File: config.mk
export PLATFORM = sky130hd
export DESIGN_NAME = fpsu_top
export DESIGN_NICKNAME = d
export VERILOG_FILES = /design/src/fpsu_pkg.sv /design/src/stage_delay.sv /design/src/operand_forward.sv /design/src/op_decode.sv /design/src/simd_execute.sv /design/src/result_drive.sv /design/src/fpsu_top.sv
export VERILOG_INCLUDE_DIRS = /design/src /design/src/src
export SDC_FILE = /design/constraint.sdc
export NUM_CORES = 1
export LEC_CHECK = 0
export BUFFER_PORTS_ARGS = -buffer_cell sky130_fd_sc_hd__buf_2
export CORE_MARGIN = 2
export CORE_UTILIZATION = 36
export CTS_CLUSTER_SIZE = 30
export DETAILED_ROUTE_END_ITERATION = 10
export PLACE_DENSITY = 0.61
export REMOVE_ABC_BUFFERS = 1
export SLEW_MARGIN = 40
export SYNTH_ARGS = -nofsm -noshare
export SYNTH_HDL_FRONTEND = slang
export SYNTH_HIERARCHICAL = 1
export SYNTH_SLANG_ARGS = --single-unit
File: constraint.sdc
create_clock -name clk -period 7.1 [get_ports clk]
set_clock_uncertainty 0.1 [all_clocks]
set_input_delay 1.42 -clock clk [delete_from_list [all_inputs] [get_ports clk]]
set_output_delay 1.42 -clock clk [all_outputs]
set_load 0.02 [all_outputs]
File: src/fpsu_consts.svh
`ifndef FPSU_CONSTS_SVH
`define FPSU_CONSTS_SVH

// data widths
`define FPSU_LANE_W 32
`define FPSU_VEC_W 64
`define FPSU_FLAGS_W 4

// op word, opcode sits in the low bits
`define FPSU_OP_W 12
`define FPSU_OPC_W 8

// opcodes
`define FPSU_OP_AND 8'h10
`define FPSU_OP_OR 8'h11
`define FPSU_OP_XOR 8'h12
`define FPSU_OP_ANDN 8'h13
`define FPSU_OP_PERM 8'h20
`define FPSU_OP_CMPEQ 8'h30
`define FPSU_OP_CMPLT 8'h31

// modifier bits above the opcode
`define FPSU_BIT_IMM 8
`define FPSU_BIT_COPYA 9
`define FPSU_BIT_SWAP 10
`define FPSU_BIT_DUP 11

// operand forward select codes
`define FPSU_FWD_REG 2'd0
`define FPSU_FWD_BUS0 2'd1
`define FPSU_FWD_BUS1 2'd2
`define FPSU_FWD_OWN 2'd3

`endif

File: src/fpsu_pkg.sv
`include "fpsu_consts.svh"

package fpsu_pkg;

  // one lane, and the two-lane operand (index 1 is the high lane)
  typedef logic [`FPSU_LANE_W-1:0] lane_t;
  typedef lane_t [1:0] vec_t;

  typedef logic [`FPSU_OP_W-1:0] op_t;

  typedef enum logic [1:0] {
    cls_none  = 2'd0,
    cls_logic = 2'd1,
    cls_perm  = 2'd2,
    cls_cmp   = 2'd3
  } op_class_t;

  // lane-wise logic operator
  typedef enum logic [1:0] {
    sel_and  = 2'd0,
    sel_or   = 2'd1,
    sel_xor  = 2'd2,
    sel_andn = 2'd3
  } logic_sel_t;

  typedef logic [1:0] fwd_sel_t;

  // compare flag word
  typedef struct packed {
    logic lane1_true;
    logic lane0_true;
    logic any_true;
    logic all_true;
  } flags_t;

endpackage

File: src/stage_delay.sv
`timescale 1ns/10ps

module stage_delay #(
  parameter type payload_t = logic,
  parameter int DEPTH = 1
) (
  input  logic     clk,
  input  logic     rst,
  input  logic     in_valid,
  input  payload_t in_data,
  output logic     out_valid,
  output payload_t out_data
);

  logic [DEPTH-1:0] valid_q;
  payload_t data_q [DEPTH];

  // a stage only loads when valid arrives, so the payload holds between pulses
  always_ff @(posedge clk) begin
    if (rst) begin
      valid_q <= '0;
      for (int i = 0; i < DEPTH; i++) begin
        data_q[i] <= '0;
      end
    end else begin
      valid_q[0] <= in_valid;
      if (in_valid) begin
        data_q[0] <= in_data;
      end
      for (int i = 1; i < DEPTH; i++) begin
        valid_q[i] <= valid_q[i-1];
        if (valid_q[i-1]) begin
          data_q[i] <= data_q[i-1];
        end
      end
    end
  end

  assign out_valid = valid_q[DEPTH-1];
  assign out_data = data_q[DEPTH-1];

endmodule

File: src/operand_forward.sv
`timescale 1ns/10ps
`include "fpsu_consts.svh"

module operand_forward import fpsu_pkg::*; (
  input  logic     clk,
  input  logic     rst,
  input  vec_t     reg_val,
  input  vec_t     bus0,
  input  vec_t     bus1,
  input  vec_t     own_bus,
  input  fwd_sel_t sel,
  input  logic     late,
  output vec_t     operand
);

  vec_t bus0_q;
  vec_t bus1_q;
  vec_t own_q;
  vec_t bus0_src;
  vec_t bus1_src;
  vec_t own_src;

  // one-cycle-old bus copies
  always_ff @(posedge clk) begin
    if (rst) begin
      bus0_q <= '0;
      bus1_q <= '0;
      own_q <= '0;
    end else begin
      bus0_q <= bus0;
      bus1_q <= bus1;
      own_q <= own_bus;
    end
  end

  assign bus0_src = late ? bus0_q : bus0;
  assign bus1_src = late ? bus1_q : bus1;
  assign own_src = late ? own_q : own_bus;

  always_comb begin
    case (sel)
      `FPSU_FWD_BUS0: operand = bus0_src;
      `FPSU_FWD_BUS1: operand = bus1_src;
      `FPSU_FWD_OWN:  operand = own_src;
      default:        operand = reg_val;
    endcase
  end

endmodule

File: src/op_decode.sv
`timescale 1ns/10ps
`include "fpsu_consts.svh"

module op_decode import fpsu_pkg::*; (
  input  logic       clk,
  input  logic       rst,
  input  logic       issue_en,
  input  op_t        op,
  input  vec_t       a_fwd,
  input  vec_t       b_fwd,
  input  vec_t       b_imm,
  output logic       dec_valid,
  output op_class_t  op_class,
  output logic_sel_t logic_sel,
  output logic       copy_a,
  output logic       swap,
  output logic       dup,
  output logic       cmp_lt,
  output vec_t       op_a,
  output vec_t       op_b
);

  logic [`FPSU_OPC_W-1:0] opc;
  op_class_t cls_d;
  logic_sel_t lsel_d;

  assign opc = op[`FPSU_OPC_W-1:0];

  always_comb begin
    cls_d = cls_none;
    lsel_d = sel_and;
    case (opc)
      `FPSU_OP_AND: begin
        cls_d = cls_logic;
        lsel_d = sel_and;
      end
      `FPSU_OP_OR: begin
        cls_d = cls_logic;
        lsel_d = sel_or;
      end
      `FPSU_OP_XOR: begin
        cls_d = cls_logic;
        lsel_d = sel_xor;
      end
      `FPSU_OP_ANDN: begin
        cls_d = cls_logic;
        lsel_d = sel_andn;
      end
      `FPSU_OP_PERM: cls_d = cls_perm;
      `FPSU_OP_CMPEQ, `FPSU_OP_CMPLT: cls_d = cls_cmp;
      default: cls_d = cls_none;
    endcase
  end

  // unknown opcodes never raise dec_valid
  always_ff @(posedge clk) begin
    if (rst) begin
      dec_valid <= 1'b0;
      op_class <= cls_none;
    end else begin
      dec_valid <= issue_en && (cls_d != cls_none);
      if (issue_en) begin
        op_class <= cls_d;
      end
    end
  end

  always_ff @(posedge clk) begin
    if (issue_en) begin
      logic_sel <= lsel_d;
      copy_a <= op[`FPSU_BIT_COPYA];
      swap <= op[`FPSU_BIT_SWAP];
      dup <= op[`FPSU_BIT_DUP];
      cmp_lt <= (opc == `FPSU_OP_CMPLT);
      op_a <= a_fwd;
      // immediate replaces the forwarded B
      op_b <= op[`FPSU_BIT_IMM] ? b_imm : b_fwd;
    end
  end

endmodule

File: src/simd_execute.sv
`timescale 1ns/10ps
`include "fpsu_consts.svh"

module simd_execute import fpsu_pkg::*; (
  input  logic       clk,
  input  logic       rst,
  input  logic       dec_valid,
  input  op_class_t  op_class,
  input  logic_sel_t logic_sel,
  input  logic       copy_a,
  input  logic       swap,
  input  logic       dup,
  input  logic       cmp_lt,
  input  vec_t       op_a,
  input  vec_t       op_b,
  output logic       exe_valid,
  output logic       exe_is_cmp,
  output vec_t       exe_res,
  output flags_t     exe_flags
);

  vec_t logic_res;
  vec_t perm_src;
  vec_t perm_swp;
  vec_t perm_res;
  vec_t cmp_res;
  vec_t res_d;
  logic [1:0] lane_hit;
  flags_t flags_d;

  always_comb begin
    for (int i = 0; i < 2; i++) begin
      case (logic_sel)
        sel_and:  logic_res[i] = op_a[i] & op_b[i];
        sel_or:   logic_res[i] = op_a[i] | op_b[i];
        sel_xor:  logic_res[i] = op_a[i] ^ op_b[i];
        default:  logic_res[i] = op_a[i] & ~op_b[i];
      endcase
    end
  end

  // perm: merge or copy A, then swap, then dup
  always_comb begin
    perm_src[1] = op_a[1];
    perm_src[0] = copy_a ? op_a[0] : op_b[0];
    perm_swp = swap ? {perm_src[0], perm_src[1]} : perm_src;
    perm_res = dup ? {perm_swp[0], perm_swp[0]} : perm_swp;
  end

  // signed lane compare, masks of all ones
  always_comb begin
    for (int i = 0; i < 2; i++) begin
      if (cmp_lt) begin
        lane_hit[i] = $signed(op_a[i]) < $signed(op_b[i]);
      end else begin
        lane_hit[i] = (op_a[i] == op_b[i]);
      end
      cmp_res[i] = {`FPSU_LANE_W{lane_hit[i]}};
    end
    flags_d.lane1_true = lane_hit[1];
    flags_d.lane0_true = lane_hit[0];
    flags_d.any_true = |lane_hit;
    flags_d.all_true = &lane_hit;
  end

  always_comb begin
    case (op_class)
      cls_logic: res_d = logic_res;
      cls_perm:  res_d = perm_res;
      cls_cmp:   res_d = cmp_res;
      default:   res_d = '0;
    endcase
  end

  always_ff @(posedge clk) begin
    if (rst) begin
      exe_valid <= 1'b0;
      exe_is_cmp <= 1'b0;
    end else begin
      exe_valid <= dec_valid;
      exe_is_cmp <= dec_valid && (op_class == cls_cmp);
    end
  end

  always_ff @(posedge clk) begin
    if (dec_valid) begin
      exe_res <= res_d;
    end
    // flags only move on a compare
    if (dec_valid && op_class == cls_cmp) begin
      exe_flags <= flags_d;
    end
  end

endmodule

File: src/result_drive.sv
`timescale 1ns/10ps

module result_drive import fpsu_pkg::*; (
  input  logic       clk,
  input  logic       rst,
  input  logic       exe_valid,
  input  logic       exe_is_cmp,
  input  vec_t       exe_res,
  input  flags_t     exe_flags,
  input  logic [1:0] alt_sel,
  input  vec_t       alt_data0,
  input  vec_t       alt_data1,
  output vec_t       res_bus,
  output logic       res_valid,
  output flags_t     flags_out,
  output logic       flags_valid
);

  logic [1:0] alt_sel_q;
  vec_t res_q;

  stage_delay #(
    .payload_t(vec_t),
    .DEPTH(1)
  ) u_res_dly (
    .clk(clk),
    .rst(rst),
    .in_valid(exe_valid),
    .in_data(exe_res),
    .out_valid(res_valid),
    .out_data(res_q)
  );

  // flags trail the result by one cycle
  stage_delay #(
    .payload_t(flags_t),
    .DEPTH(2)
  ) u_flags_dly (
    .clk(clk),
    .rst(rst),
    .in_valid(exe_valid && exe_is_cmp),
    .in_data(exe_flags),
    .out_valid(flags_valid),
    .out_data(flags_out)
  );

  always_ff @(posedge clk) begin
    if (rst) begin
      alt_sel_q <= 2'b00;
    end else begin
      alt_sel_q <= alt_sel;
    end
  end

  // alternate data takes the bus, bit 0 first
  assign res_bus = alt_sel_q[0] ? alt_data0 :
                   alt_sel_q[1] ? alt_data1 : res_q;

endmodule

File: src/fpsu_top.sv
`timescale 1ns/10ps

module fpsu_top import fpsu_pkg::*; (
  input  logic       clk,
  input  logic       rst,
  input  logic       issue_en,
  input  op_t        op,
  input  vec_t       a_reg,
  input  vec_t       b_reg,
  input  vec_t       b_imm,
  input  fwd_sel_t   a_fwd_sel,
  input  fwd_sel_t   b_fwd_sel,
  input  logic       a_fwd_late,
  input  logic       b_fwd_late,
  input  vec_t       bus0,
  input  vec_t       bus1,
  input  logic [1:0] alt_sel,
  input  vec_t       alt_data0,
  input  vec_t       alt_data1,
  output vec_t       res_bus,
  output logic       res_valid,
  output flags_t     flags_out,
  output logic       flags_valid
);

  vec_t a_fwd;
  vec_t b_fwd;

  logic dec_valid;
  op_class_t op_class;
  logic_sel_t logic_sel;
  logic copy_a;
  logic swap;
  logic dup;
  logic cmp_lt;
  vec_t op_a;
  vec_t op_b;

  logic exe_valid;
  logic exe_is_cmp;
  vec_t exe_res;
  flags_t exe_flags;

  // own result bus feeds back into both operand paths
  operand_forward u_fwd_a (
    .clk(clk),
    .rst(rst),
    .reg_val(a_reg),
    .bus0(bus0),
    .bus1(bus1),
    .own_bus(res_bus),
    .sel(a_fwd_sel),
    .late(a_fwd_late),
    .operand(a_fwd)
  );

  operand_forward u_fwd_b (
    .clk(clk),
    .rst(rst),
    .reg_val(b_reg),
    .bus0(bus0),
    .bus1(bus1),
    .own_bus(res_bus),
    .sel(b_fwd_sel),
    .late(b_fwd_late),
    .operand(b_fwd)
  );

  op_decode u_dec (
    .clk(clk),
    .rst(rst),
    .issue_en(issue_en),
    .op(op),
    .a_fwd(a_fwd),
    .b_fwd(b_fwd),
    .b_imm(b_imm),
    .dec_valid(dec_valid),
    .op_class(op_class),
    .logic_sel(logic_sel),
    .copy_a(copy_a),
    .swap(swap),
    .dup(dup),
    .cmp_lt(cmp_lt),
    .op_a(op_a),
    .op_b(op_b)
  );

  simd_execute u_exe (
    .clk(clk),
    .rst(rst),
    .dec_valid(dec_valid),
    .op_class(op_class),
    .logic_sel(logic_sel),
    .copy_a(copy_a),
    .swap(swap),
    .dup(dup),
    .cmp_lt(cmp_lt),
    .op_a(op_a),
    .op_b(op_b),
    .exe_valid(exe_valid),
    .exe_is_cmp(exe_is_cmp),
    .exe_res(exe_res),
    .exe_flags(exe_flags)
  );

  result_drive u_res (
    .clk(clk),
    .rst(rst),
    .exe_valid(exe_valid),
    .exe_is_cmp(exe_is_cmp),
    .exe_res(exe_res),
    .exe_flags(exe_flags),
    .alt_sel(alt_sel),
    .alt_data0(alt_data0),
    .alt_data1(alt_data1),
    .res_bus(res_bus),
    .res_valid(res_valid),
    .flags_out(flags_out),
    .flags_valid(flags_valid)
  );

endmodule

==> impl_metrics.yaml, run 1 <==
cells_and_area:
  nNetsFinal: 4492
  area_growth_pct: 15.27
  fin_cells: 5330
  drive_gt1_share_pct: 21.18
pwr:
  sw_frac_of_total_pct: 28.02
  power_density_nw_per_um2: 236.2
  power_switching_uw: 2821
  pwr-share-comb_pct: 16.7
  intPower_uw: 7246
  leakage_uw: 0.01846
  pwr-share-clk_pct: 40.1
  peakVddDrop_uv: 152.6
  pwr-share-seq_pct: 43.2
worst_setup_path:
  cp.required_ps: 5580
  r2r_setup_slack_ps: 2720
  slowest_delay_ps: 820
  crit_path_top_delay_cell: "dfxtp_4"
  start_kind: "flop"
  worstSetupStartpoint: "u_res/alt_sel_q[1]"
  path_class: "flop to primary output"
  arrival_ps: 3100
  rr_startpoint: "u_dec/op_a[63]"
  reg2reg_depth: 9
  crit_chain: "buf_4 -> mux2i_1 -> o21ai_1 -> buf_2"
  crit_fanout: 35
  worstSetupEndpointType: "primary output"
  regToRegEndpoint: "u_exe/exe_res[59]"
timing:
  setup-violations-final: 0
  rsz0062_at_grt: "no"
  min_period_over_period_pct: 65.13
  slew_violations: 0
  tns_ps: 0
  hold_viol_final: 0
  slew_headroom_pct: 35.69
  max_slew.worst_pin.slew_ps: 964.7
  max_freq_mhz: 216.2
  min_period_ps: 4625
  hold_ws_ps: 415.3
grt:
  grt.overflow.total: 0
  grt_pass1_wl_um: 182100
  grt_max_degree: 193
  antenna_found_initial: 24
  grt_use_total_pct: 22.80
  first_global_vias: 27760
logic_synthesis:
  synth.distinct_cells: 64
  synth-edff-count: 274
  yosys.area.top_type: "edfxtp_1"
  yosys_warnings: 6
  ys_seq_area_share_pct: 43.59
  dominantRegCellSynth: "dfxtp_1"
  ys_ff_latch: 668
  syn_area_um2: 36970
  yosysMostFrequentCell: "mux2i_1"
  synth.avg_cell_area_um2: 10.54
  synth_common_cells: "mux2i_1, nor2b_1, dfxtp_1"
  synth.area.top_cells: "edfxtp_1, dfxtp_1, mux2i_1"
  synthCells: 3507
  synthArstFlopShare_pct: 0
  synth_top_area_share_pct: 22.26
drt:
  ant_nets: 0
  routed_wl_um: 123800
  firstDrtPassIters: 7
  drt_iter0_markers: 1986
  wl_per_cell_um: 23.22
  vias: 28160
  drt-vias-per-instance: 5.282
  drc: 0
clocking:
  cts_root_buffer: "clkbuf_16"
  clk_pin_slew_worst_paths_ps: 60
  cts.sinks: 668
  post_cts_buffers: 0
  cts_resized: 0
  cts_hold_buf: 0
  clkLatencyLatePin_ps: 660
  cts_buffer_depth: 3
  cts_tree: "done"
  cts_buffers: 79
  h-tree-depth: 3
run_status:
  status: "finished clean"
die:
  coreArea_um2: 101700
  rows: 117
  die_w_um: 324.5
  start_util_pct: 36.34
  die-area_um2: 105300
  ios: 541
  die_h_um: 324.5
hold_path:
  hold_path_depth: 1
  min_from: "u_res/u_flags_dly/data_q[0][2]"
  whs_endpoint: "u_res/u_flags_dly/data_q[0][6]"
  hp-class: "flop to flop"
placement:
  gp_congestion: 0.8341
  hpwl_um: 82470
  portBuffers: 540
  dp_cells: 5175
job:
  maxCapViolCount: 0
final cells by class:
cell class | instances | area, um^2
Antenna cell | 6 | 15.01
Clock buffer | 120 | 2326
Clock inverter | 27 | 229.0
Fill cell | 9796 | 59130
Inverter | 154 | 578.1
Multi-Input combinational cell | 2404 | 18410
Sequential cell | 668 | 16130
Tap cell | 1368 | 1712
Timing Repair Buffer | 583 | 3217
stage by stage:
stage | worst slack [ps] | instance area [um^2] | util, % | power [uW]
CTS | 2379 | 42550 | 41.83 | 10170
global route | 2297 | 42610 | 41.88 | 10490
finish | 2475 | 42610 | 41.89 | 10070
floorplan | 2381 | 34930 | - | 5318
detailed placement | 2627 | 40000 | 39.32 | 6101
global placement | 2760 | 39890 | 39.21 | 6070
worst max-delay path by stage:
stage | endpoint | slack, ps | cells past startpoint
2_1_floorplan | res_bus[0] | 2380 | 1
3_3_place_gp | u_exe/exe_res[55] | 2760 | 9
3_5_place_dp | u_exe/exe_res[52] | 2630 | 9
4_1_cts | res_bus[52] | 2380 | 4
5_1_grt | res_bus[52] | 2300 | 4
6_report | res_bus[52] | 2480 | 4
worst max-delay path, delay by kind of cell (launching register included):
kind / cells / cell delay (ps)
flip-flops: 1 / 820
buffers and inverters: 2 / 910
AO/OA/AOI/OAI: 1 / 480
multiplexers: 1 / 160
cells in the final DEF, fill, tap and decap left out, types with 34 or more instances in the layout:
cell type	count
buf_2	531
mux2i_1	493
nor2b_1	400
dfxtp_1	390
edfxtp_1	274
nor2_1	218
nand2_1	197
o221ai_1	153
inv_1	151
ha_1	128
a211o_1	128
clkbuf_16	83
a21oi_1	83
o21ai_0	77
mux2_4	61
o21ai_1	60
and3b_1	53
a31oi_1	47
buf_4	34
nand2b_1	34
logic make-up (layout without fill, tap and decap cells):
logic type	count (synthesis)	count (layout)	share of synthesized area, %
simple gates	995	995	14.62
mux	558	558	15.94
flops	668	668	43.59
xor+xnor	65	65	1.540
fa+ha+maj	131	131	4.434
compound gates	655	655	12.81
buf+inv	435	884	7.067
other cells	0	6	0
routing by layer:
layer	routed length, um	GRT usage, %	vias to the layer above
li1	-	-	13310
met5	126	0	-
met4	2473	5.948	20
met2	58070	38.01	905
met3	7431	3.688	184
met1	55670	30.62	13740
power by group through the flow:
stage	logic [uW]	clock network (uW)	registers (uW)
2_1_floorplan	922	0	4400
3_3_place_gp	1650	0	4420
3_5_place_dp	1670	0	4430
4_1_cts	1680	4140	4350
5_1_grt	1830	4280	4370
6_report	1680	4040	4350
No activity file was read; power rests on OpenSTA's default activity.
==> run 2, diff against run 1 <==
clock period = 4.5 ns   (was 7.1 ns; I/O delays follow)
==> run 2 against run 1 <==
  * Sequential power rose by 58%
  * Hold slack got worse by 72 ps
  * Global-route usage about the same
  * Critical path depth is the same
  * Worst setup slack got worse by 1500 ps
  * Sequential cell count unchanged
  * Final area rose by 1.1%
  * Cell count increased by 0.69%
  * Die area is the same
  * Via count rose by 0.16%
  * Clock power rose by 61%
  * Critical path type unchanged
==> impl_metrics.yaml, run 2 (synthesized netlist as in run 1, its figures left out) <==
cells_and_area:
  area_growth_pct: 16.54
  layout_commonest_cell: "buf_2"
  nFillCells: 9908
  regArea_um2: 16130
  layout_common_cells: "buf_2, mux2i_1, nor2b_1, dfxtp_1, edfxtp_1"
  multiInputGateArea_um2: 18390
  nNetsFinal: 4528
  drive_gt1_share_pct: 21.96
  finish.instance_area_um2: 43080
  fin_cells: 5367
grt:
  grt_util_met2_pct: 37.99
  met1_usage_pct: 30.53
  grt_pass1_wl_um: 181300
  grtUsageMet3_pct: 3.969
  grt_max_degree: 120
  busiest_layer: "met2"
  grt.overflow.total: 0
  first_global_vias: 27620
  antenna_found_initial: 29
  grt_use_total_pct: 22.84
timing:
  setup-violations-final: 0
  tns_ps: 0
  min_period_ps: 3544
  max_slew.worst_pin.slew_ps: 847.9
  slew_violations: 0
  min_period_over_period_pct: 78.76
  rsz0062_at_grt: "no"
  hold_viol_final: 0
  max_freq_mhz: 282.1
  slew_headroom_pct: 43.47
clocking:
  cts_hold_buf: 0
  post_cts_buffers: 0
  clkLatencyLatePin_ps: 650
  cts_tree: "done"
  cts_buffer_depth: 3
  clk_pin_slew_worst_paths_ps: 60
  cts_resized: 0
  cts.sinks: 668
  cts_buffers: 79
  h-tree-depth: 3
  cts_root_buffer: "clkbuf_16"
placement:
  portBuffers: 540
  gp_congestion: 0.8534
  dpl_cell_area_um2: 40440
  hpwl_um: 86510
  dp_cells: 5213
run_status:
  status: "finished clean"
drt:
  wl_per_cell_um: 23.28
  ant_nets: 0
  drc: 0
  drt_iter0_markers: 2256
  routed_wl_um: 124900
  vias: 28200
  firstDrtPassIters: 5
  drt-vias-per-instance: 5.255
die:
  die_w_um: 324.5
  ios: 541
  die_h_um: 324.5
  die-area_um2: 105300
  coreArea_um2: 101700
  rows: 117
  start_util_pct: 36.34
worst_setup_path:
  start_kind: "flop"
  path_class: "flop to primary output"
  cp.required_ps: 3500
  arrival_ps: 2540
  worstSetupEndpointType: "primary output"
  crit_fanout: 17
pwr:
  peakVddDrop_uv: 275.0
  power_density_nw_per_um2: 372.6
  p_total_uw: 16050
  leakage_uw: 0.01872
job:
  maxCapViolCount: 0
hold_path:
  hp-class: "primary input to flop"
[run 2: cell count changes in the layout (fill, tap and decap cells not counted), sizes merged]
cell,previous run,this run
bufinv,2,1
diode,6,10
clkbuf,120,125
buf,583,619
clkinv,22,11
inv,155,159
[run 2: worst paths after layout]
check | start | slack (ps) | depth (start not counted) | endpoint
max | u_res/alt_sel_q[1] | 960 | 4 | res_bus[63]
min | op[10] | 340 | 1 | u_dec/swap
max reg2reg | u_dec/op_a[30] | 970 | 8 | u_exe/exe_res[8]
min reg2reg | u_res/u_flags_dly/data_q[0][1] | 420 | 1 | u_res/u_flags_dly/data_q[0][5]
[run 2: routing by layer]
metal	vias to the layer above	part of all wire (%)
li1	13370	-
met4	30	2.2
met2	865	47
met1	13750	45
met3	182	5.8
met5	-	0.14
[run 2: critical path, stage by stage (launching register included)]
cell     delay (ps)
dfxtp_4         640
buf_12          260
mux2i_1         100
o21ai_0         610
buf_2           290
[run 2: metrics by stage]
step                      setup WS (ps)  utilization (%)  hold WS (ps)
after floorplan                   154.7                -         367.6
after global placement             1057            39.64         410.1
after detailed placement          998.5            39.75         413.7
after CTS                         785.5            42.32         300.8
after global routing              739.6            42.33         317.8
final                             955.8            42.35         343.6
[run 2: layout make-up]
class | count | share of cell area (%)
multi-input combinational | 2404 | 42.68
clock inverter | 19 | 0.3514
tap | 1368 | 3.973
inverter | 154 | 1.348
clock buffer | 125 | 5.718
antenna | 10 | 0.05808
timing repair buffer | 619 | 8.436
sequential | 668 | 37.44
[run 2: power by group]
group	leakage (uW)	internal (uW)	switching, uW
registers	0.00595	6660	206
logic	0.0115	1110	1590
clock network	0.00129	3820	2670
